$ cat src/gfx_defines.svh
// gfx defines: screen, coordinate, depth, color and edge widths for the renderer
`ifndef GFX_DEFINES_SVH
`define GFX_DEFINES_SVH

// framebuffer size in pixels
`define GFX_HRES 32
`define GFX_VRES 32

// screen coordinate widths
`define GFX_XW 5
`define GFX_YW 5

`define GFX_ZW 8   // depth
`define GFX_CW 8   // flat color

// framebuffer word address, log2(HRES*VRES)
`define GFX_AW 10

// signed edge function value, holds +-2*31*31
`define GFX_EW 13

// depth written by a clear, farthest possible
`define GFX_ZMAX {`GFX_ZW{1'b1}}

`endif

$ cat src/gfx_pkg.sv
// gfx package: triangle, job, fragment and framebuffer types plus the shared edge function
`default_nettype none
`include "gfx_defines.svh"

package gfx_pkg;

  typedef struct packed {
    logic [`GFX_XW-1:0] x;
    logic [`GFX_YW-1:0] y;
    logic [`GFX_ZW-1:0] z;
  } vertex_t;

  typedef struct packed {
    vertex_t [2:0]      v;
    logic [`GFX_CW-1:0] color;
  } triangle_t;

  // triangle after setup, ccw winding, box already clipped
  typedef struct packed {
    logic [2:0][`GFX_XW-1:0] x;
    logic [2:0][`GFX_YW-1:0] y;
    logic [`GFX_XW-1:0]      xmin;
    logic [`GFX_XW-1:0]      xmax;
    logic [`GFX_YW-1:0]      ymin;
    logic [`GFX_YW-1:0]      ymax;
    logic [`GFX_ZW-1:0]      z;
    logic [`GFX_CW-1:0]      color;
  } raster_job_t;

  typedef struct packed {
    logic [`GFX_AW-1:0] addr;
    logic [`GFX_ZW-1:0] z;
    logic [`GFX_CW-1:0] color;
    logic               covered;
    logic               last;
  } fragment_t;

  typedef struct packed {
    logic [`GFX_ZW-1:0] z;
    logic [`GFX_CW-1:0] color;
  } fb_word_t;

  typedef struct packed {
    logic [`GFX_AW-1:0] addr;
    logic               we;
    fb_word_t           wdata;
  } fb_req_t;

  // edge a->b evaluated at p, positive on the left of a ccw edge
  function automatic logic signed [`GFX_EW-1:0] edge_val(
    input logic [`GFX_XW-1:0] ax,
    input logic [`GFX_YW-1:0] ay,
    input logic [`GFX_XW-1:0] bx,
    input logic [`GFX_YW-1:0] by,
    input logic [`GFX_XW-1:0] px,
    input logic [`GFX_YW-1:0] py
  );
    logic signed [`GFX_EW-1:0] sax, say, sbx, sby, spx, spy;
    sax = ax;  // zero extended
    say = ay;
    sbx = bx;
    sby = by;
    spx = px;
    spy = py;
    return (sbx - sax) * (spy - say) - (sby - say) * (spx - sax);
  endfunction

endpackage

`default_nettype wire

$ cat src/tri_setup.sv
// triangle setup: ccw winding fix, degenerate marking, clipped bounding box and flat depth
`timescale 1ns/10ps
`default_nettype none
`include "gfx_defines.svh"

module tri_setup (
  input  logic                    clk_in,
  input  logic                    rst,
  input  logic                    tri_valid,
  input  gfx_pkg::triangle_t      tri_data,
  output logic                    tri_ready,
  output logic                    job_valid,
  output gfx_pkg::raster_job_t    job,
  input  logic                    job_ready
);

  logic signed [`GFX_EW-1:0] area;
  gfx_pkg::vertex_t          a, b, c;
  gfx_pkg::raster_job_t      next_job;
  int                        xlo, xhi, ylo, yhi;

  function automatic int min3(input int p, input int q, input int r);
    int m;
    m = (p < q) ? p : q;
    return (m < r) ? m : r;
  endfunction

  function automatic int max3(input int p, input int q, input int r);
    int m;
    m = (p > q) ? p : q;
    return (m > r) ? m : r;
  endfunction

  always_comb begin
    area = gfx_pkg::edge_val(tri_data.v[0].x, tri_data.v[0].y, tri_data.v[1].x,
                             tri_data.v[1].y, tri_data.v[2].x, tri_data.v[2].y);
    a = tri_data.v[0];
    b = (area < 0) ? tri_data.v[2] : tri_data.v[1];  // cw input, swap 1 and 2
    c = (area < 0) ? tri_data.v[1] : tri_data.v[2];

    // box clipped to the screen
    xlo = max3(0, 0, min3(a.x, b.x, c.x));
    ylo = max3(0, 0, min3(a.y, b.y, c.y));
    xhi = min3(`GFX_HRES - 1, `GFX_HRES - 1, max3(a.x, b.x, c.x));
    yhi = min3(`GFX_VRES - 1, `GFX_VRES - 1, max3(a.y, b.y, c.y));

    next_job.x     = {c.x, b.x, a.x};
    next_job.y     = {c.y, b.y, a.y};
    next_job.xmin  = `GFX_XW'(xlo);
    next_job.xmax  = `GFX_XW'(xhi);
    next_job.ymin  = `GFX_YW'(ylo);
    next_job.ymax  = `GFX_YW'(yhi);
    next_job.z     = `GFX_ZW'(min3(a.z, b.z, c.z));  // flat depth, nearest vertex
    next_job.color = tri_data.color;

    if (area == 0) begin
      // zero area, empty box so only the last token comes out
      next_job.xmin = `GFX_XW'(`GFX_HRES - 1);
      next_job.xmax = '0;
    end
  end

  assign tri_ready = !job_valid || job_ready;

  always_ff @(posedge clk_in) begin
    if (rst) begin
      job_valid <= 1'b0;
    end else if (tri_ready) begin
      job_valid <= tri_valid;
    end
  end

  always_ff @(posedge clk_in) begin
    if (tri_valid && tri_ready) begin
      job <= next_job;
    end
  end

  a_job_hold: assert property (@(posedge clk_in) disable iff (rst)
    job_valid && !job_ready |=> job_valid && $stable(job));

endmodule

`default_nettype wire

$ cat config.mk
export PLATFORM = sky130hd
export DESIGN_NAME = tri_setup
export DESIGN_NICKNAME = d
export VERILOG_FILES = /design/src/gfx_pkg.sv /design/src/tri_setup.sv
export VERILOG_INCLUDE_DIRS = /design/src
export SDC_FILE = /design/constraint.sdc
export NUM_CORES = 1
export LEC_CHECK = 0
export ABC_CLOCK_PERIOD_IN_PS = 11150
export BUFFER_PORTS_ARGS = -buffer_cell sky130_fd_sc_hd__buf_2
export CORE_MARGIN = 2
export CORE_UTILIZATION = 53
export DETAILED_ROUTE_END_ITERATION = 16
export PLACE_DENSITY = 0.79
export SYNTH_ARGS = -nofsm -noshare
export SYNTH_HDL_FRONTEND = slang
export SYNTH_SLANG_ARGS = --single-unit
$ cat constraint.sdc
create_clock -name clk_in -period 11.15 [get_ports clk_in]
set_input_delay 1.115 -clock clk_in [delete_from_list [all_inputs] [get_ports clk_in]]
set_output_delay 1.115 -clock clk_in [all_outputs]
set_load 0.02 [all_outputs]
# --- After elaboration in Yosys (flattened, before gate mapping) ---
# Index checks and enable logic that the tools add are counted.
word_totals:
  regBits: 67
  input_bits: 66
  output_inout_bits: 68
classes:
  magnitude_cmp: 15
  n_reduce_logical: 4
  multipliers: 2
  add_sub_neg: 5
  n_mux: 14
op_table:
  columns: ["op", "n"]
  rows:
  - ["$mux 5", 10]
  - ["$mux 18", 2]
  - ["$logic_not 32->1", 1]
  - ["$mul 6x6->12", 2]
  - ["$sub 5x5->6", 4]
  - ["$gt 5x5->1", 4]
  - ["$lt 5x5->1", 4]
  - ["$lt 8x8->1", 2]
  - ["$mux 8", 2]
  - ["$lt 13x1->1 const B", 1]
  - ["$sub 12x12->13", 1]
  - ["$gt 1x5->1 const A", 2]
  - ["$lt 5x5->1 const A", 2]
  - ["$logic_and 1x1->1", 1]
  - ["$logic_not 1->1", 1]
  - ["$logic_or 1x1->1", 1]

# --- Depth between registers and ports, before layout ---
# Gate-level depths: netlist (run 1).
depth:
  ltp_word: 11
  depth_mapped: 43

# --- Worst setup path after synthesis (run 1) ---
# OpenSTA, ideal clock, no wires.
synth_timing:
  path_kind: "input to register"
  from: "input port tri_data[17] (netlist bit)"
  to: "register job[8] (netlist bit), data pin"
  required_time_ns: 10.891
  setup_time_ns: 0.259
  path_buffers: 2
  cell_stages: 39
  slack_ns: -0.171
  arrival_ns: 11.062
  path_cell_list: "inv_1 > ha_1 > a21o_1 > a21o_1 > a21o_1 > a21o_1 > nor2_1 > fa_1 > inv_1 > fa_1 > fa_1 > fa_1 > fa_1 > inv_1 > fa_1 > inv_1 > ha_1 > a21oi_1 > (+3 left out) > nand2_2 > buf_4 > mux2i_1 > ha_1 > a21o_1 > a21o_1 > a21oi_1 > nand2_1 > a31oi_1 > buf_2 > mux2i_1 > ha_1 > a21o_1 > a21o_1 > a221oi_1 > o21ai_2 > mux2_4 > a211o_1"
synth_lines:
  columns: ["item", "line_no", "text"]
  rows:
  - ["start, declared", "tri_setup.sv:10", "input gfx_pkg::triangle_t tri_data,"]
  - ["end signal, assigned", "tri_setup.sv:75", "job <= next_job;"]
  - ["end, declared", "tri_setup.sv:13", "output gfx_pkg::raster_job_t job,"]

==> qor.yml, run 1 <==
floorplan:
  initial_core_util_pct: 54.2
  rows: 45
  core_area_sq_mm: 0.0152
  fp.dieArea_sq_mm: 0.0166
  fp.dieW_microns: 129
  ios: 134
  die_y_microns: 129
global_routing:
  overflow: 0
  grt_usage_pct: 24.6
  antenna_found_initial: 0
  grt_pass1_wl_mm: 32.2
  grt_pass1_vias: 6737
  grt_max_degree: 67
timing:
  fin_hold_ws_ns: 0.512
  fmax_ghz: 0.0927
  fin_crit_ns: 10.79
  slew-limit-headroom_pct: 38.6
  fin_skew_ns: 0.00773
  slew_viol_final: 0
  max_slew.worst_pin.slew_ns: 0.896
  finalSetupViolCount: 0
  hold_viol: 0
  fin_crit_sh_pct: 96.7
worst_setup_path:
  cp_num_cells: 43
  critPathTopFamily: "adder cells"
  setup.worst_path.class: "input pin to flip-flop"
  crit_path_end_kind: "flip-flop"
  cp.arrival_ns: 10.96
  r2r_cells: 3
  cpPeakStageDelay_ns: 0.55
  crit_fanout: 8
  worst-path-buf-inv: 9
  worstPathRequired_ns: 11.32
  cp_slowest_cell: "fa_1"
  cp-start-kind: "input pin"
place:
  globalplace.congestion: 0.894
  port_buffers: 133
  dp_hpwl_mm: 16.2
min_path:
  holdPathStages: 2
  min_path_type: "flip-flop to flip-flop"
cells_and_area:
  syn2layout_area_growth_pct: 18.6
  fin_util_pct: 64.3
  fillers: 1226
  insertedDiodeCount: 0
  fin_nets: 1233
  drive_above_1_share_pct: 25.8
yosys:
  synth_xor_area_share_pct: 3.57
  ys.warnings.count: 0
  synth-simple-area-share_pct: 9.15
  synth_top_area_share_pct: 24.0
  synth_fa_ha_area_share_pct: 35.1
  ys_async_sr_fraction_pct: 0
  synth-edff-count: 66
  synth-seq-cells: 67
  syn_area_sq_mm: 0.00824
  avgSynthCellArea_sq_um: 10.1
  ys.flop_type: "edfxtp_1"
  synth_mux_area_share_pct: 7.56
  syn_nets: 1063
  synth-compound-area-share_pct: 13.2
  synth_top_family_by_area: "adder cells"
  synth.area.top_cells: "edfxtp_1, fa_1, ha_1"
  syn_inst: 816
  yosysSeqAreaShare_pct: 24.3
  ys_types: 60
  synth_area_leader_cell: "edfxtp_1"
run:
  max_cap_violations: 0
cts:
  cts_buffer_depth: 2
  path_clk_slew_ns: 0.06
  cts_buffers: 9
  clock_sinks: 67
  cts_root_buffer: "clkbuf_16"
  clk_latency_ns: 0.34
  cts_hold_buffers: 0
  cts_tree: "yes"
  htreeDepth: 3
routing:
  drtIter0Drc: 618
  final_antenna_net_count: 0
  dr_total_vias: 6639
  routedWlPerCell_microns: 16.9
  drt_wl_total_mm: 20.0
  route.detailed.drc: 0
  firstDrtPassIters: 5
  viasPerCell: 5.63
outcome:
  status: "finished clean"
flip-flops by register name (all words and copies together), names as in the netlist:
name and count:
job 66, job_valid 1
timing repair:
| action | CTS | global route |
|---|---|---|
| gates resized for setup | 0 | 30 |
| setup endpoints to repair | 0 | 23 |
| setup buffers | 0 | 4 |
synthesized netlist by cell type, drive strengths merged, types with 9 or more instances:
library cell	instances
nor2	70
a21o	31
ha	105
nand2	27
nand3	14
fa	76
nand2b	10
xnor2	21
inv	147
mux2	23
o21ai	26
xor2	10
a21oi	59
o211ai	9
mux2i	36
edfxtp	66
layout make-up:
type	instances	area, sq um	share of cell area (%)
clock buffer	9	225	2.30
clock inverter	7	43.8	0.448
inverter	147	556	5.68
multi-input combinational	594	5780	59.2
sequential	67	2000	20.5
tap	188	235	2.41
timing repair buffer	167	928	9.50
routing by layer:
layer | global-route usage [%] | vias up | part of all wire [%]
li1 | - | 3140 | -
met1 | 32.7 | 3184 | 43
met2 | 41.6 | 265 | 49
met3 | 3.70 | 50 | 5.5
met4 | 7.80 | 0 | 2.4
met5 | 0 | - | 0
logic make-up after synthesis:
| kind of cell | Yosys count |
|---|---|
| adders and majority gates | 187 |
| AOI/OAI and AO/OA | 159 |
| and+or+nand+nor | 157 |
| buffers and inverters | 155 |
| DFF | 67 |
| muxes | 59 |
| xor gates and xnor gates | 32 |
final timing paths:
check	start	slack, ns	endpoint
setup / recovery	tri_data[39]	0.36	job[28]
hold / removal	job_valid	0.51	job_valid
setup reg to reg	job_valid	9.54	job[65]
hold reg to reg	job_valid	0.51	job_valid
worst register-to-register path, delay by kind of cell (launching register included):
family	cells	cell delay [ns]
buffers and inverters	1	0.64
flip-flops	1	0.31
AND/OR/NAND/NOR	2	0.25
per-stage QoR:
| step | std cells | setup WS, ns | cell area (sq um) | TNS (ns) |
|---|---|---|---|---|
| after floorplan | 816 | 0.0554 | 8250 | 0 |
| after global placement | 1159 | 0.0651 | 9340 | 0 |
| after detailed placement | 1159 | -0.213 | 9340 | -0.772 |
| after CTS | 1175 | 0.119 | 9600 | 0 |
| after global routing | 1179 | -0.0893 | 9770 | -0.199 |
| final | 1179 | 0.364 | 9770 | 0 |
placed cells by master (no fill, tap or decap), drive strengths merged, types with 6 or more instances in the layout:
cell type,instances
buf,167
inv,147
ha,105
fa,76
nor2,70
edfxtp,66
a21oi,59
mux2i,36
a21o,31
nand2,27
o21ai,26
mux2,23
xnor2,21
nand3,14
nand2b,10
xor2,10
clkbuf,9
o211ai,9
or2,8
nand4,8
nor2b,7
a211oi,7
a31oi,7
maj3,6
Power of run 1 is not shown: default switching activity piles up to over one toggle a cycle in this logic, so the estimate is an artifact.
==> inputs of run 2 (changes only) <==
==> constraint.sdc (replaced) <==
create_clock -name clk_in -period 11.15 [get_ports clk_in]
set_input_delay 0.5575 -clock clk_in [delete_from_list [all_inputs] [get_ports clk_in]]
set_output_delay 0.5575 -clock clk_in [all_outputs]
set_load 0.02 [all_outputs]
==> qor.yml, run 2 (same netlist as run 1, synthesis figures left out) <==
outcome:
  status: "finished clean"
cells_and_area:
  layout_common_cells: "inv_1, buf_2, ha_1"
  drive_above_1_share_pct: 22.8  # -3.1 points
  largest_reg_flops: 66  # unchanged
  fin_nets: 1221  # -0.97%
  syn2layout_area_growth_pct: 17.0
  fin_area_sq_mm: 0.00964  # -1.3%
  mostFrequentLayoutCell: "inv_1"
  largest-register: "job"
  insertedDiodeCount: 0  # unchanged
  top_regs: "job: 66 flops, job_valid: 1 flops"
timing:
  fmax_ghz: 0.0945  # +1.9%
  hold_viol: 0  # unchanged
  fin_skew_ns: 0.00434  # -0.00339 ns
  fin_crit_ns: 10.58  # -0.202 ns
  slew_viol_final: 0  # unchanged
  fin_crit_sh_pct: 94.9  # -1.8 points
  slew-limit-headroom_pct: 41.2  # +2.6 points
  finalSetupViolCount: 0  # unchanged
  max_slew.worst_pin.slew_ns: 0.857  # -0.0386 ns
place:
  dp_hpwl_mm: 16.4  # +0.96%
  globalplace.congestion: 0.955  # +6.7%
  place_area_sq_mm: 0.00927  # -0.75%
  port_buffers: 133  # unchanged
cts:
  htreeDepth: 3  # unchanged
  cts_buffers: 9  # unchanged
  cts_tree: "yes"
  clock_sinks: 67  # unchanged
  cts_buffer_depth: 2  # unchanged
  cts_root_buffer: "clkbuf_16"
  clk_latency_ns: 0.35  # about the same
  path_clk_slew_ns: 0.06  # about the same
worst_setup_path:
  crit_fanout: 16  # +8
  cp_slowest_cell: "fa_1"
  timing.critical_path.mode_cell: "fa_1"
  crit_path_end_kind: "flip-flop"
  worstPathRequired_ns: 11.26  # -0.06 ns
  cp.arrival_ns: 10.69  # -0.27 ns
  cpPeakStageDelay_ns: 0.56  # about the same
  setup.worst_path.class: "input pin to flip-flop"
  cp-start-kind: "input pin"
run:
  max_cap_violations: 0  # unchanged
floorplan:
  rows: 45  # unchanged
  core_area_sq_mm: 0.0152  # unchanged
  fp.dieArea_sq_mm: 0.0166  # unchanged
  initial_core_util_pct: 54.2  # unchanged
  ios: 134  # unchanged
  fp.dieW_microns: 129  # unchanged
  die_y_microns: 129  # unchanged
min_path:
  min_path_type: "input pin to flip-flop"
routing:
  firstDrtPassIters: 5  # unchanged
  route.detailed.drc: 0  # unchanged
  drt_wl_total_mm: 19.6  # -1.7%
  final_antenna_net_count: 0  # unchanged
  dr_total_vias: 6552  # -1.3%
  routedWlPerCell_microns: 16.8  # -0.67%
  viasPerCell: 5.61  # -0.30%
  drtIter0Drc: 448  # -28%
global_routing:
  grt_usage_pct: 24.8  # +0.24 points
  grt_pass1_wl_mm: 32.0  # -0.77%
  antenna_found_initial: 0  # unchanged
  grt_max_degree: 67  # unchanged
  grt_pass1_vias: 6643  # -1.4%
  overflow: 0  # unchanged
-- run 2: cell count changes in the layout (fill, tap and decap cells not counted), sizes merged --
cell	delta
buf	-12
clkbuf	+1
clkinv	-2
clkinvlp	-1
bufinv	+2
-- run 2: layer usage --
| metal | vias to the layer above | GRT usage [%] | share of wire, % |
|---|---|---|---|
| met4 | 0 | 7.99 | 2.4 |
| met2 | 231 | 42.0 | 49 |
| met5 | - | 0 | 0 |
| met3 | 39 | 4.62 | 5.8 |
| li1 | 3117 | - | - |
| met1 | 3165 | 32.4 | 43 |
-- run 2: path summary, 6_finish.rpt --
kind / from / endpoint / slack [ns] / depth (start not counted)
worst max register to register: job_valid / job[55] / 9.55 / 3
worst min register to register: job_valid / job_valid / 0.51 / 2
worst min-delay path: rst / job_valid / 0.35 / 2
worst max-delay path: tri_data[39] / job[8] / 0.57 / 41
-- run 2: area by class of cell --
cell class / instances / area (sq um)
well taps: 188 / 235
fillers: 1259 / 5560
repair buffers: 155 / 831
clock inverters: 6 / 90.1
flip-flops and latches: 67 / 2000
inverters: 147 / 552
clock buffers: 10 / 229
multi-input cells: 594 / 5700
-- run 2: repair_timing --
| action | 4_1_cts | 5_1_grt |
|---|---|---|
| resized for setup | 0 | 7 |
| hold buffers | 0 | 0 |
| setup buffers | 0 | 1 |
| setup endpoints to repair | 0 | 19 |
-- run 2: through the flow --
| step | cells | util, % | setup TNS [ns] | setup slack [ns] | hold WS [ns] |
|---|---|---|---|---|---|
| 6_report | 1167 | 63.4 | 0 | 0.566 | 0.353 |
| 3_3_place_gp | 1150 | 60.9 | 0 | 0.121 | 0.488 |
| 3_5_place_dp | 1150 | 60.9 | -0.877 | -0.210 | 0.503 |
| 5_1_grt | 1167 | 63.4 | -0.0854 | -0.0683 | 0.356 |
| 2_1_floorplan | 816 | - | 0 | 0.387 | 0.627 |
| 4_1_cts | 1166 | 63.0 | 0 | 0.0965 | 0.348 |
-- run 2: critical path: cells and delay by family --
family | cells | cell delay, ns
AO/OA/AOI/OAI | 12 | 2.96
buffers and inverters | 10 | 1.16
multiplexers | 3 | 0.64
XOR/XNOR | 1 | 0.24
AND/OR/NAND/NOR | 4 | 0.62
adder cells (fa/ha/maj) | 11 | 4.45
Power of run 2 is left out for the same reason.
==> inputs of run 3 (changes only) <==
Settings changed: CELL_PAD_IN_SITES_DETAIL_PLACEMENT set to 1, CELL_PAD_IN_SITES_GLOBAL_PLACEMENT set to 2, CORE_UTILIZATION 53 to 34, PLACE_DENSITY 0.79 to not set, PLACE_DENSITY_LB_ADDON set to 0.1.
==> qor.yml, run 3 (same netlist as run 1, synthesis figures left out) <==
worst_setup_path:
  cp-start-kind: "input pin"
  worstPathRequired_ns: 11.25  # about the same
  cpPeakStageDelay_ns: 0.56  # about the same
  cp_slowest_cell: "fa_1"
  crit_path_end_kind: "flip-flop"
  setup.worst_path.class: "input pin to flip-flop"
  crit_fanout: 7  # -9
  cp.arrival_ns: 10.57  # -0.12 ns
  timing.critical_path.mode_cell: "fa_1"
floorplan:
  die_y_microns: 160  # +24%
  rows: 56  # +24%
  core_area_sq_mm: 0.0236  # +55%
  fp.dieArea_sq_mm: 0.0255  # +54%
  ios: 134  # unchanged
  initial_core_util_pct: 34.9  # -19 points
  fp.dieW_microns: 160  # +24%
cells_and_area:
  layout_common_cells: "inv_1, buf_2, ha_1"
  syn2layout_area_growth_pct: 19.3
  largest_reg_flops: 66  # unchanged
  mostFrequentLayoutCell: "inv_1"
  fin_nets: 1230  # +0.74%
  drive_above_1_share_pct: 23.3  # +0.50 points
  top_regs: "job: 66 flops, job_valid: 1 flops"
  fillers: 2752  # +120%
  largest-register: "job"
place:
  globalplace.congestion: 0.789  # -17%
  dp_hpwl_mm: 20.4  # +24%
  port_buffers: 133  # unchanged
routing:
  route.detailed.drc: 0  # unchanged
  drtIter0Drc: 147  # -67%
  final_antenna_net_count: 0  # unchanged
  viasPerCell: 4.89  # -13%
  routedWlPerCell_microns: 18.4  # +9.2%
  dr_total_vias: 6400  # -2.3%
  drt_wl_total_mm: 24.0  # +22%
  firstDrtPassIters: 4  # -1
timing:
  rsz0062_at_grt: "no"
  hold_viol: 0  # unchanged
  max_slew.worst_pin.slew_ns: 0.891  # +0.0335 ns
  fmax_ghz: 0.0955  # +1.0%
  slew-limit-headroom_pct: 38.9  # -2.3 points
  setup_tns_ns: 0  # unchanged
  fin_crit_sh_pct: 93.9  # -0.98 points
  slew_viol_final: 0  # unchanged
  fin_skew_ns: 0.00983  # +0.00549 ns
  fin_crit_ns: 10.47  # -0.110 ns
  finalSetupViolCount: 0  # unchanged
global_routing:
  grt_max_degree: 36  # -46%
  antenna_found_initial: 1  # +1
  grt_pass1_wl_mm: 39.5  # +23%
  grt_usage_pct: 19.8  # -5.0 points
  grt_pass1_vias: 7086  # +6.7%
  overflow: 0  # unchanged
cts:
  cts_tree: "yes"
  cts_buffers: 9  # unchanged
  cts_hold_buffers: 0  # unchanged
  cts_buffer_depth: 2  # unchanged
  path_clk_slew_ns: 0.06  # about the same
  cts_root_buffer: "clkbuf_16"
  htreeDepth: 3  # unchanged
  cts_setup_buffers: 0  # unchanged
  clk_latency_ns: 0.35  # about the same
  clock_sinks: 67  # unchanged
outcome:
  status: "finished clean"
run:
  max_cap_violations: 0  # unchanged
min_path:
  min_path_type: "input pin to flip-flop"
run 3: critical path, delay by kind of cell:
| kind | cells | cell delay [ns] |
|---|---|---|
| AO/OA/AOI/OAI | 14 | 3.00 |
| XOR/XNOR | 1 | 0.22 |
| AND/OR/NAND/NOR | 4 | 0.70 |
| adder cells (fa/ha/maj) | 11 | 4.40 |
| buffers and inverters | 6 | 0.86 |
| multiplexers | 3 | 0.81 |
run 3: metal layers:
layer  global-route usage [%]  routed length (microns)  vias up
met2                     34.2                    11800      122
met3                     3.04                      758       27
met4                     5.04                      419        0
met5                        0                        0        -
li1                         -                        -     3139
met1                     26.0                    11000     3112
run 3: cell type report:
class	count	area (sq um)	area share, %
Antenna cell	1	2.50	0.0254
Multi-Input combinational cell	594	5670	57.6
Clock inverter	7	91.3	0.928
Sequential cell	67	2000	20.3
Inverter	147	552	5.61
Clock buffer	9	225	2.29
Timing Repair Buffer	164	898	9.13
Tap cell	319	399	4.06
run 3: what timing repair did:
item | 4_1_cts | 5_1_grt
setup endpoints to repair | 0 | 2
gates resized for setup | 0 | 2
hold endpoints to repair | 0 | 0
run 3: path summary, 6_finish.rpt:
check / end / cells past startpoint / slack, ns / from
min: job_valid / 2 / 0.37 / rst
max: job[8] / 39 / 0.68 / tri_data[34]
min reg2reg: job_valid / 2 / 0.51 / job_valid
max reg2reg: job[60] / 3 / 9.11 / job_valid
run 3: per-stage QoR:
stage          cell area (sq um)  cells  worst slack (ns)  hold slack (ns)  util (%)
2_1_floorplan               8240    816             0.387            0.627         -
5_1_grt                     9840   1308           0.00115            0.361      41.7
6_report                    9840   1308             0.676            0.368      41.7
3_3_place_gp                9500   1291             0.334            0.506      40.3
4_1_cts                     9820   1307             0.562            0.356      41.6
3_5_place_dp                9500   1291             0.222            0.508      40.3
Power of run 3 is left out for the same reason.
