[src/gfx_defines.svh]
// gfx defines: screen, coordinate, depth, color and edge widths for the renderer
`ifndef GFX_DEFINES_SVH
`define GFX_DEFINES_SVH

// framebuffer size in pixels
`define GFX_HRES 32
`define GFX_VRES 32

// screen coordinate widths
`define GFX_XW 5
`define GFX_YW 5

`define GFX_ZW 8   // depth
`define GFX_CW 8   // flat color

// framebuffer word address, log2(HRES*VRES)
`define GFX_AW 10

// signed edge function value, holds +-2*31*31
`define GFX_EW 13

// depth written by a clear, farthest possible
`define GFX_ZMAX {`GFX_ZW{1'b1}}

`endif

[src/gfx_pkg.sv]
// gfx package: triangle, job, fragment and framebuffer types plus the shared edge function
`default_nettype none
`include "gfx_defines.svh"

package gfx_pkg;

  typedef struct packed {
    logic [`GFX_XW-1:0] x;
    logic [`GFX_YW-1:0] y;
    logic [`GFX_ZW-1:0] z;
  } vertex_t;

  typedef struct packed {
    vertex_t [2:0]      v;
    logic [`GFX_CW-1:0] color;
  } triangle_t;

  // triangle after setup, ccw winding, box already clipped
  typedef struct packed {
    logic [2:0][`GFX_XW-1:0] x;
    logic [2:0][`GFX_YW-1:0] y;
    logic [`GFX_XW-1:0]      xmin;
    logic [`GFX_XW-1:0]      xmax;
    logic [`GFX_YW-1:0]      ymin;
    logic [`GFX_YW-1:0]      ymax;
    logic [`GFX_ZW-1:0]      z;
    logic [`GFX_CW-1:0]      color;
  } raster_job_t;

  typedef struct packed {
    logic [`GFX_AW-1:0] addr;
    logic [`GFX_ZW-1:0] z;
    logic [`GFX_CW-1:0] color;
    logic               covered;
    logic               last;
  } fragment_t;

  typedef struct packed {
    logic [`GFX_ZW-1:0] z;
    logic [`GFX_CW-1:0] color;
  } fb_word_t;

  typedef struct packed {
    logic [`GFX_AW-1:0] addr;
    logic               we;
    fb_word_t           wdata;
  } fb_req_t;

  // edge a->b evaluated at p, positive on the left of a ccw edge
  function automatic logic signed [`GFX_EW-1:0] edge_val(
    input logic [`GFX_XW-1:0] ax,
    input logic [`GFX_YW-1:0] ay,
    input logic [`GFX_XW-1:0] bx,
    input logic [`GFX_YW-1:0] by,
    input logic [`GFX_XW-1:0] px,
    input logic [`GFX_YW-1:0] py
  );
    logic signed [`GFX_EW-1:0] sax, say, sbx, sby, spx, spy;
    sax = ax;  // zero extended
    say = ay;
    sbx = bx;
    sby = by;
    spx = px;
    spy = py;
    return (sbx - sax) * (spy - say) - (sby - say) * (spx - sax);
  endfunction

endpackage

`default_nettype wire

[src/frame_clear.sv]
// frame clear: writes max depth and the latched color to every framebuffer word
`timescale 1ns/10ps
`default_nettype none
`include "gfx_defines.svh"

module frame_clear (
  input  logic                clk_in,
  input  logic                rst,
  input  logic                clear_start,
  input  logic [`GFX_CW-1:0]  clear_color,
  output logic                busy,
  output logic                req,
  output gfx_pkg::fb_req_t    req_data,
  input  logic                gnt
);

  logic [`GFX_AW-1:0] addr_cnt;
  logic [`GFX_CW-1:0] color_q;

  assign req = busy;

  always_comb begin
    req_data.addr        = addr_cnt;
    req_data.we          = 1'b1;
    req_data.wdata.z     = `GFX_ZMAX;
    req_data.wdata.color = color_q;
  end

  always_ff @(posedge clk_in) begin
    if (rst) begin
      busy     <= 1'b0;
      addr_cnt <= '0;
    end else if (!busy) begin
      if (clear_start) begin
        busy     <= 1'b1;
        addr_cnt <= '0;
      end
    end else if (gnt) begin
      addr_cnt <= addr_cnt + 1'b1;
      if (addr_cnt == `GFX_AW'(`GFX_HRES * `GFX_VRES - 1)) busy <= 1'b0;  // final word
    end
  end

  always_ff @(posedge clk_in) begin
    if (clear_start && !busy) color_q <= clear_color;
  end

endmodule

`default_nettype wire

[config.mk]
export PLATFORM = sky130hd
export DESIGN_NAME = frame_clear
export DESIGN_NICKNAME = d
export VERILOG_FILES = /design/src/gfx_pkg.sv /design/src/frame_clear.sv
export VERILOG_INCLUDE_DIRS = /design/src
export SDC_FILE = /design/constraint.sdc
export NUM_CORES = 1
export LEC_CHECK = 0
export BUFFER_PORTS_ARGS = -buffer_cell sky130_fd_sc_hd__buf_2
export CAP_MARGIN = 10
export CORE_UTILIZATION = 29
export CTS_CLUSTER_SIZE = 12
export DETAILED_ROUTE_END_ITERATION = 10
export PLACE_DENSITY = 0.57
export SLEW_MARGIN = 30
export SYNTH_ARGS = -nofsm -noshare
export SYNTH_HDL_FRONTEND = slang
export SYNTH_SLANG_ARGS = --single-unit
[constraint.sdc]
create_clock -name clk_in -period 3.3 [get_ports clk_in]
set_input_delay 0.495 -clock clk_in [delete_from_list [all_inputs] [get_ports clk_in]]
set_output_delay 0.495 -clock clk_in [all_outputs]
set_load 0.01 [all_outputs]
After elaboration in Yosys (flattened, before gate mapping):

Cells that the tools add are included.

* register bits after elaboration: 19
* logic and storage cells: 17

* add/subtract/negate cells: 1
* eq/ne operators: 2
* muxes and demuxes: 7
* reductions and logical operators: 4

Operators by type and width (count)
* $mux 10: 3
* $add 10x1->10 const B: 1
* $eq 10x10->1 const B: 1
* $mux 1: 4
* $ne 2x1->1 const B: 1
* $reduce_and 2->1: 1
* $reduce_bool 2->1: 1
* $logic_and 1x1->1: 1
* $logic_not 1->1: 1

Logic depth before layout (Yosys ltp):

Gate-level depths: netlist of run 1.

* depth in word-level cells: 4
* gate-level depth with buffers: 4
* mapped depth without buffers: 4

Worst setup path before layout of run 1:

Ideal clock, no wire load.

* kind: reg2reg
* start: reg addr_cnt[0]
* end: reg addr_cnt[8]
* setup time: 74 ps
* arrival: 1343 ps
* data required time: 3226 ps
* setup slack: 1883 ps
* cell stages (with the launch flop): 5
* cell sequence: dfxtp_1 -> ha_1 -> nand4_1 -> or4_1 -> a31oi_1

* word-level cells in the longest chain between the ends: 3

RTL lines
* start, declared: RTL line frame_clear.sv:17 `` logic [`GFX_AW-1:0] addr_cnt; ``
* start signal, assigned: RTL line frame_clear.sv:39 `addr_cnt <= addr_cnt + 1'b1;`
* $add 10x1->10: RTL line frame_clear.sv:39
* $mux 10: RTL line frame_clear.sv:38 `end else if (gnt) begin`
* $mux 10: RTL line frame_clear.sv:33 `end else if (!busy) begin`

Every way passes these cells. The select of a mux whose other input is x is not followed.
A chain may end at the register's enable or synchronous reset.

Worst setup path in the final report of run 1:

Ends and elaborated chain as after synthesis.

==> summary.txt, run 1 <==
Setup path
  • Worst endpoint required time: 3.53 ns
  • CP max FO: 6
  • Worst r2r src: addr_cnt[0]$_SDFFE_PP0P_
  • Crit path launch type: flop
  • CP Data Arrival Time: roughly 1.7 ns
  • R2R cell count: 4
  • Setup Crit Path Kind: flop to flop
  • Worst setup EP type: flop
  • R2r setup slk: roughly 1.8 ns
  • Reg-to-reg endpoint: addr_cnt[8]$_SDFFE_PP0P_

Synthesis
  • EDFF count, synth: 8
  • Synth Instances: 80
  • Yosys warns: 0
  • Sequential fraction of the synthesis area: 0.5428
  • Avg Inst Size Synth: about 11 µm²
  • #FFs+latches synth: 19
  • Async set or reset register ratio after synthesis: 0
  • Synth Flop Type: dfxtp_1
  • Cell area after synthesis: 848.3 µm²
  • Netlist cell types: 26

Route
  • Post-route ant nets: 0
  • Drt initial violations: 13
  • Wire length on met1: roughly 830 µm
  • Met3 wire len: 151 µm
  • Wirelength per Cell: about 12 µm
  • Vias: about 700
  • # DRC: 0
  • WL met2: a little over 700 µm
  • Vias per cell: 4.915
  • TritonRoute pass-1 iters: 4
  • Top Metal Used: met4
  • WL final: between 1500 and 2000 µm

STA
  • RSZ-0062 raised after global routing: no
  • Final setup vio count: 0
  • Final hold vios: 0
  • Period minus WS final: 1.505 ns
  • Setup tns final: 0 ns
  • Period utilisation layout: 0.4560
  • Clock Skew: between 0.003 and 0.004 ns
  • Final Max Slew Viols: 0
  • Max Clk Rate: between 600 and 700 MHz

Global routing
  • Initial antenna violation count: 0
  • Largest net degree at the start of global routing: 12
  • Number of global-route vias before repair: 560
  • First-pass GRT wire length: between 2000 and 3000 µm
  • Grt ovf: 0
  • Gr usage total: 0.1115

Worst hold path
  • HP Start: clear_color[6]
  • Hold depth: 1
  • Hold Path Class: input pin to flop
  • Hold endpoint: color_q[6]$_DFFE_PP_

Status
  • Status: completed

Die
  • Num ports: 41
  • Die area: between 0.003 and 0.004 mm²
  • Num rows: 19
  • Core ar.: roughly 0.0028 mm²
  • Starting Density: 0.3076
  • Die Y: about 56 µm
  • Die width: roughly 56 µm

Clock tree
  • CTS clk-pin slew, worst paths: around 0.11 ns
  • Clock latency on the worst-skew pair: roughly 0.3 ns
  • Cts bufs inserted: 3
  • CTS tree: yes
  • # hold bufs at CTS: 0
  • Clock sinks: 19
  • Number of buffers added for setup after CTS: 0
  • Clk buf depth: 2
  • Root Buffer: clkbuf_4
  • H-tree levels: 1
  • Post-CTS Resized: 0

Power and ir drop
  • Part of the power in registers: 0.623
  • LEAKAGE: between 0.4 and 0.5 nW
  • Psw: around 0.1 mW
  • Sw Share: 0.2417
  • Cell Pwr Density: a little over 400 mW/mm²
  • VDD IR max: between 0.00015 and 0.0002 V
  • Clk pwr share: 0.288
  • Combinational share of power: 0.089
  • Int Pwr: approximately 0.31 mW

Finish
  • P&R area growth vs syn: 19.62%
  • Finished Layout Cells: ~140
  • Commonest non-fill, non-tap cell in the layout: buf_2
  • Share of post-route cells with drive strength above 1: 0.3243
  • Antenna diodes: 0
  • Most frequent cells in the layout: 31 x buf_2, 11 x dfxtp_1, 9 x conb_1
  • Final net count: 125
  • Layout fillers: just under 300

Placement
  • Cell count after placement: about 140
  • RD Place Congestion: a little under 0.8
  • I/O Buffers: 31
  • Post-detail-place hpwl: 1279 µm

Run
  • Maxcap violations: 0
state kept, by name, indices dropped and copies added (netlist names):
| signal | cells |
|---|---|
| color_q | 8 |
| addr_cnt | 10 |
| busy | 1 |
logic make-up (layout without fill, tap and decap cells):
| kind of cell | after synthesis | count (layout) | synth area share |
|---|---|---|---|
| simple gates | 25 | 25 | 0.1755 |
| compound gates | 19 | 19 | 0.1431 |
| flops | 19 | 19 | 0.5428 |
| buf+inv | 14 | 37 | 0.1077 |
| fa+ha+maj | 1 | 1 | 0.01475 |
| other cells | 1 | 9 | 0.004421 |
| mux | 1 | 1 | 0.01180 |
how the worst max path moves through the flow:
stage	startpoint	end	cells past startpoint
after floorplan	addr_cnt[0]$_SDFFE_PP0P_	addr_cnt[8]$_SDFFE_PP0P_	4
after global placement	gnt	addr_cnt[9]$_SDFFE_PP0P_	4
after detailed placement	gnt	addr_cnt[7]$_SDFFE_PP0P_	4
after CTS	addr_cnt[0]$_SDFFE_PP0P_	addr_cnt[8]$_SDFFE_PP0P_	4
after global routing	addr_cnt[0]$_SDFFE_PP0P_	addr_cnt[8]$_SDFFE_PP0P_	4
final	addr_cnt[0]$_SDFFE_PP0P_	addr_cnt[8]$_SDFFE_PP0P_	4
power by group through the flow:
stage                     Sequential [mW]  Clock [mW]  Combinational [mW]
after floorplan                     0.266           0              0.0253
after global placement              0.262           0              0.0366
after detailed placement            0.262           0              0.0369
after CTS                           0.257       0.125              0.0370
after global routing                0.258       0.134              0.0405
final                               0.257       0.119              0.0367
metal layers:
metal / GRT usage / up-vias
met5: 0 / -
met4: 0.05226 / 0
met3: 0.03488 / 3
met2: 0.1633 / 41
met1: 0.1493 / 306
li1: - / 348
final cells by class:
class | count | area, µm² | area share
sequential | 19 | 460.4 | 0.4538
multi-input combinational | 55 | 326.6 | 0.3218
timing repair buffer | 31 | 155.1 | 0.1529
tap | 31 | 38.79 | 0.03822
clock buffer | 4 | 26.28 | 0.02589
inverter | 2 | 7.507 | 0.007398
synthesized netlist by cell type, drive strengths merged (3+ instances only):
library cell / instances / area share
nand3: 7 / 0.041
buf: 11 / 0.094
or4: 3 / 0.027
or3: 4 / 0.029
dfxtp: 11 / 0.26
a21oi: 8 / 0.047
a211oi: 3 / 0.027
edfxtp: 8 / 0.28
o211ai: 4 / 0.035
nand2: 3 / 0.016
nand4: 3 / 0.029
worst max-delay path, stage by stage (launching register included):
cell and delay [ns]:
dfxtp_1 0.42, ha_1 0.22, nand4_1 0.20, or4_1 0.44, a31oi_1 0.16
per-stage QoR:
step	area (µm²)	hold slack [ns]	power (mW)	util	setup WS [ns]
finish	1015	0.3639	0.4121	0.3680	1.795
CTS	1015	0.3555	0.4191	0.3680	1.778
floorplan	878.3	0.5114	0.2911	-	1.883
global route	1015	0.3431	0.4321	0.3680	1.659
global placement	988.4	0.4748	0.2988	0.3584	1.780
detailed placement	988.4	0.4927	0.2992	0.3584	1.729
No activity file was read; power rests on OpenSTA's default activity.
==> run 2: changes to the inputs <==
--- a/config.mk
+++ b/config.mk
@@ -11,7 +11,7 @@
 export CORE_UTILIZATION = 29
 export CTS_CLUSTER_SIZE = 12
 export DETAILED_ROUTE_END_ITERATION = 10
-export PLACE_DENSITY = 0.57
+export PLACE_DENSITY = 0.59
 export SLEW_MARGIN = 30
 export SYNTH_ARGS = -nofsm -noshare
 export SYNTH_HDL_FRONTEND = slang
==> constraint.sdc (replaced) <==
create_clock -name clk_in -period 1.3 [get_ports clk_in]
set_input_delay 0.195 -clock clk_in [delete_from_list [all_inputs] [get_ports clk_in]]
set_output_delay 0.195 -clock clk_in [all_outputs]
set_load 0.01 [all_outputs]
==> run 2 against run 1 <==
Net effect: the run now ends with setup timing left; cell area grew 12%; setup slack lost 1.9 ns; highest routed layer unchanged; worst hold slack got worse by 0.31 ns; die area did not move; count of clock-buffer cells in the layout fell by 1; largest cell class unchanged.
==> summary.txt, run 2 (synthesized netlist as in run 1, its figures left out) <==
Status
  • Status: complete, but fails checks
  • Violated checks: setup timing

Clock tree
  • # hold bufs at CTS: 0
  • CTS clk-pin slew, worst paths: about 0.11 ns
  • Cts bufs inserted: 3
  • H-tree levels: 1
  • Root Buffer: clkbuf_4
  • Clock latency on the worst-skew pair: ~0.30 ns
  • Clk buf depth: 2
  • Clock sinks: 19
  • CTS tree: yes

STA
  • Final Max Slew Viols: 0
  • Post-route worst setup slack: -0.05508 ns
  • Period minus WS final: between 1 and 1.5 ns
  • RSZ-0062 raised after global routing: yes
  • Setup tns final: -0.05508 ns
  • Period utilisation layout: 1.042
  • Clock Skew: approximately 0.0027 ns
  • Max Clk Rate: ~740 MHz
  • Final hold vios: 0
  • Final setup vio count: 1

Placement
  • Post-detail-place hpwl: ~1300 µm
  • I/O Buffers: 31
  • RD Place Congestion: between 0.7 and 0.8

Power and ir drop
  • VDD IR max: ~0.0006 V
  • Sw Share: 0.2511
  • Int Pwr: a little under 0.8 mW
  • Psw: 0.2668 mW
  • Combinational share of power: 0.106
  • LEAKAGE: around 0.46 nW
  • Cell Pwr Density: 931.1 mW/mm²
  • Clk pwr share: 0.285
  • Part of the power in registers: 0.608

Setup path
  • CP max FO: 4
  • CP Data Arrival Time: approximately 1.6 ns
  • Crit path launch type: flop
  • Worst endpoint required time: 1.54 ns
  • Setup Crit Path Kind: flop to flop
  • CP max stage delay: around 0.44 ns
  • Slowest cell on crit path: or4_1
  • CP Cell Sequence: ha_4 > nand4_1 > or4_1 > a31oi_1
  • Worst setup EP type: flop

Die
  • Core ar.: 0.002758 mm²
  • Die area: between 0.003 and 0.004 mm²
  • Num ports: 41
  • Die width: roughly 56 µm
  • Die Y: between 50 and 60 µm
  • Starting Density: 0.3076
  • Num rows: 19

Route
  • TritonRoute pass-1 iters: 4
  • Vias per cell: just over 5
  • Vias: approximately 770
  • Wirelength per Cell: 12.68 µm
  • Post-route ant nets: 0
  • Drt initial violations: 19
  • # DRC: 0
  • WL final: approximately 1900 µm

Finish
  • Share of post-route cells with drive strength above 1: 0.4750
  • Core Util, Final: 0.4138
  • Final net count: ~130
  • Antenna diodes: 0
  • P&R area growth vs syn: 34.51%
  • Reg with most FFs: addr_cnt
  • Largest registers: addr_cnt x10, color_q x8, busy x1
  • Max reg flops: 10
  • Commonest non-fill, non-tap cell in the layout: buf_2
  • Most frequent cells in the layout: 31 x buf_2, 9 x conb_1, 8 x a21oi_1, 8 x edfxtp_1, 8 x buf_4

Global routing
  • Grt ovf: 0
  • Met3 Resource Use GR: 0.05581
  • Number of global-route vias before repair: 647
  • Gr usage total: 0.1245
  • Top Usage Layer GRT: met2
  • M2 GR Usage: 0.2126
  • Largest net degree at the start of global routing: 12
  • First-pass GRT wire length: approximately 3000 µm
  • M1 GR Usage: 0.1412
  • Initial antenna violation count: 0

Worst hold path
  • Hold Path Class: input pin to flop

Run
  • Maxcap violations: 0
run 2: changes by cell type in the layout (fill, tap and decap cells not counted), moves of 3 or more:
| cell | delta |
|---|---|
| dfxtp_2 | +3 |
| buf_4 | +8 |
| dfxtp_1 | -7 |
| dfxtp_4 | +4 |
run 2: cell type report:
cell class | count | area, µm²
inverter | 2 | 11.26
multi-input combinational | 55 | 357.8
clock buffer | 3 | 22.52
fill | 286 | 1617
tap | 31 | 38.79
timing repair buffer | 40 | 226.5
sequential | 19 | 479.2
clock inverter | 1 | 5.005
run 2: critical path, delay by kind of cell (launching register included):
kind                     cells  cell delay (ns)
adder cells (fa/ha/maj)      1             0.14
flip-flops                   1             0.39
AO/OA/AOI/OAI                1             0.17
AND/OR/NAND/NOR              2             0.59
run 2: final timing paths:
path,slack (ns),start,end,cells after the start
setup / recovery,-0.06,addr_cnt[0]$_SDFFE_PP0P_,addr_cnt[8]$_SDFFE_PP0P_,4
hold / removal,0.06,clear_color[3],color_q[3]$_DFFE_PP_,1
setup reg to reg,-0.06,addr_cnt[0]$_SDFFE_PP0P_,addr_cnt[8]$_SDFFE_PP0P_,4
hold reg to reg,0.49,addr_cnt[9]$_SDFFE_PP0P_,busy$_SDFF_PP0_,1
run 2: metal layers:
layer	part of all wire	vias to the layer above
li1	-	369
met1	0.44	358
met2	0.48	35
met3	0.073	5
met4	0.011	0
met5	0	-
run 2: metrics by stage:
step | setup WS (ns) | power [mW] | hold WS (ns) | cell area, µm² | cells
6_report | -0.05508 | 1.062 | 0.05680 | 1141 | 151
5_1_grt | -0.1263 | 1.125 | 0.02527 | 1141 | 151
3_3_place_gp | 0.02509 | 0.7645 | 0.3765 | 1046 | 143
3_5_place_dp | -0.03721 | 0.7652 | 0.3738 | 1046 | 143
2_1_floorplan | -0.003055 | 0.7402 | 0.2735 | 898.4 | 88
4_1_cts | -0.01747 | 1.078 | 0.04172 | 1094 | 149
run 2: power groups by stage:
stage / Clock, mW / Combinational (mW) / Sequential (mW)
after floorplan: 0 / 0.0646 / 0.676
after global placement: 0 / 0.0992 / 0.665
after detailed placement: 0 / 0.0989 / 0.666
after CTS: 0.326 / 0.104 / 0.649
after global routing: 0.353 / 0.124 / 0.649
final: 0.303 / 0.113 / 0.646
run 2: timing repair:
| action | in CTS | in global routing |
|---|---|---|
| gates resized for setup | 2 | 9 |
| setup endpoints to repair | 2 | 7 |
| setup buffers | 2 | 2 |
| pin swaps | 1 | 2 |
==> run 3: changes to the inputs <==
--- a/config.mk
+++ b/config.mk
@@ -8,10 +8,10 @@
 export LEC_CHECK = 0
 export BUFFER_PORTS_ARGS = -buffer_cell sky130_fd_sc_hd__buf_2
 export CAP_MARGIN = 10
-export CORE_UTILIZATION = 29
+export CORE_UTILIZATION = 40
 export CTS_CLUSTER_SIZE = 12
 export DETAILED_ROUTE_END_ITERATION = 10
-export PLACE_DENSITY = 0.59
+export PLACE_DENSITY = 0.76
 export SLEW_MARGIN = 30
 export SYNTH_ARGS = -nofsm -noshare
 export SYNTH_HDL_FRONTEND = slang
==> run 3 against run 2 <==
Net effect: the flow still finishes with violations (setup timing); worst hold slack improved by 0.0047 ns; non-clock buffer count is 1 lower; power fell by 1.5%; sequential power grew 0.6%; clock power decreased by 3%; critical path type unchanged.
==> summary.txt, run 3 (synthesized netlist as in run 1, its figures left out) <==
Clock tree
  • # hold bufs at CTS: 0
  • Cts bufs inserted: 3
  • CTS tree: yes
  • Root Buffer: clkbuf_4
  • H-tree levels: 1
  • CTS clk-pin slew, worst paths: approximately 0.1 ns
  • Clock sinks: 19
  • Clk buf depth: 2
  • Clock latency on the worst-skew pair: roughly 0.3 ns

Power and ir drop
  • Cell Pwr Density: 952.7 mW/mm²
  • VDD IR max: about 0.00053 V
  • Power, Total: roughly 1.0 mW
  • LEAKAGE: 0.4529 nW

Route
  • TritonRoute pass-1 iters: 4
  • # DRC: 0
  • Vias: about 740
  • Post-route ant nets: 0
  • Wirelength per Cell: approximately 12 µm
  • WL final: approximately 1800 µm
  • Drt initial violations: 14
  • Vias per cell: between 5 and 6

Die
  • Starting Density: 0.4280
  • Die width: approximately 48 µm
  • Num rows: 16
  • Num ports: between 40 and 50
  • Die Y: 48.05 µm
  • Core ar.: between 0.0015 and 0.002 mm²
  • Die area: between 0.002 and 0.0025 mm²

Finish
  • Reg with most FFs: addr_cnt
  • Final net count: around 130
  • Largest registers: addr_cnt x10, color_q x8, busy x1
  • Share of post-route cells with drive strength above 1: 0.4286
  • Antenna diodes: 0
  • Most frequent cells in the layout: 31 x buf_2, 9 x conb_1, 8 x a21oi_1, 8 x edfxtp_1, 8 x buf_4
  • Commonest non-fill, non-tap cell in the layout: buf_2
  • P&R area growth vs syn: 29.50%
  • Layout fillers: around 190
  • Max reg flops: 10

Setup path
  • Worst endpoint required time: approximately 1.5 ns
  • CP Data Arrival Time: 1.56 ns
  • R2r setup slk: -0.02 ns
  • Setup Crit Path Kind: flop to flop
  • CP max FO: 5
  • Worst setup EP type: flop
  • Crit path launch type: flop

STA
  • Max Clk Rate: 756.4 MHz
  • Period utilisation layout: 1.017
  • Clock Skew: approximately 0.0026 ns
  • Period minus WS final: roughly 1.3 ns
  • Final Max Slew Viols: 0
  • Post-route worst setup slack: -0.02202 ns
  • Final hold vios: 0
  • Final setup vio count: 1
  • Setup tns final: -0.02202 ns
  • RSZ-0062 raised after global routing: yes

Placement
  • Post-detail-place hpwl: approximately 1300 µm
  • RD Place Congestion: approximately 0.77
  • I/O Buffers: 31

Global routing
  • Largest net degree at the start of global routing: 12
  • Number of global-route vias before repair: between 600 and 700
  • Initial antenna violation count: 0
  • Grt ovf: 0
  • First-pass GRT wire length: approximately 2600 µm
  • Gr usage total: 0.1655

Status
  • Violated checks: setup timing
  • Status: complete, but fails checks

Worst hold path
  • Hold Path Class: input pin to flop

Run
  • Maxcap violations: 0
run 3: cell count changes in the layout (fill, tap and decap cells not counted):
cell / previous run / this run
dfxtp_2: 3 / 2
o311ai_0: 2 / 0
nand4_2: 0 / 1
dfxtp_4: 4 / 2
buf_6: 1 / 0
clkinvlp_4: 1 / 0
a211oi_1: 2 / 3
a211oi_2: 1 / 0
dfxtp_1: 4 / 7
o311ai_1: 0 / 2
nand4_4: 1 / 0
inv_1: 1 / 2
run 3: area by class of cell:
class                      count  area, µm²  share of cell area
inverter                       2      7.507            0.006834
sequential                    19      470.5              0.4282
clock buffer                   3      22.52             0.02050
timing repair buffer          39      215.2              0.1959
clock inverter                 1      5.005            0.004556
multi-input combinational     55      344.1              0.3132
tap                           27      33.78             0.03075
run 3: critical path, stage by stage (launching register included):
cell	delay, ns
dfxtp_4	0.40
ha_4	0.14
nand4_1	0.14
or4_1	0.43
a31oi_1	0.16
run 3: what timing repair did:
action | 4_1_cts | 5_1_grt
setup buffers | 1 | 1
pin swaps | 1 | 0
setup endpoints to repair | 1 | 5
gates resized for setup | 1 | 3
run 3: final timing paths:
path,startpoint,endpoint,cells past startpoint
setup / recovery,addr_cnt[1]$_SDFFE_PP0P_,addr_cnt[8]$_SDFFE_PP0P_,4
hold / removal,clear_color[0],color_q[0]$_DFFE_PP_,1
setup reg to reg,addr_cnt[1]$_SDFFE_PP0P_,addr_cnt[8]$_SDFFE_PP0P_,4
hold reg to reg,addr_cnt[9]$_SDFFE_PP0P_,busy$_SDFF_PP0_,1
run 3: metrics by stage:
step / instance area (µm²) / hold slack (ns) / std cells / util / worst slack, ns
detailed placement: 1049 / 0.3743 / 140 / 0.5290 / -0.01002
CTS: 1086 / 0.05265 / 145 / 0.5480 / 0.003212
finish: 1099 / 0.06146 / 146 / 0.5543 / -0.02202
floorplan: 898.4 / 0.2735 / 88 / - / -0.003055
global route: 1099 / 0.03555 / 146 / 0.5543 / -0.08731
global placement: 1049 / 0.3733 / 140 / 0.5290 / 0.03570
run 3: layer usage:
metal | vias up | part of all wire | track usage | routed length, µm
li1 | 361 | - | - | -
met1 | 343 | 0.46 | 0.1963 | 818
met2 | 31 | 0.47 | 0.2757 | 834
met3 | 0 | 0.069 | 0.06415 | 123
met4 | 0 | 0 | 0.05000 | 0
met5 | - | 0 | 0 | 0
run 3: where the power goes:
group / internal [mW] / switching, mW / leakage [nW]
Clock: 0.115 / 0.179 / 0.0177
Sequential: 0.640 / 0.0107 / 0.167
Combinational: 0.0398 / 0.0627 / 0.268
Total: 0.794 / 0.252 / 0.453
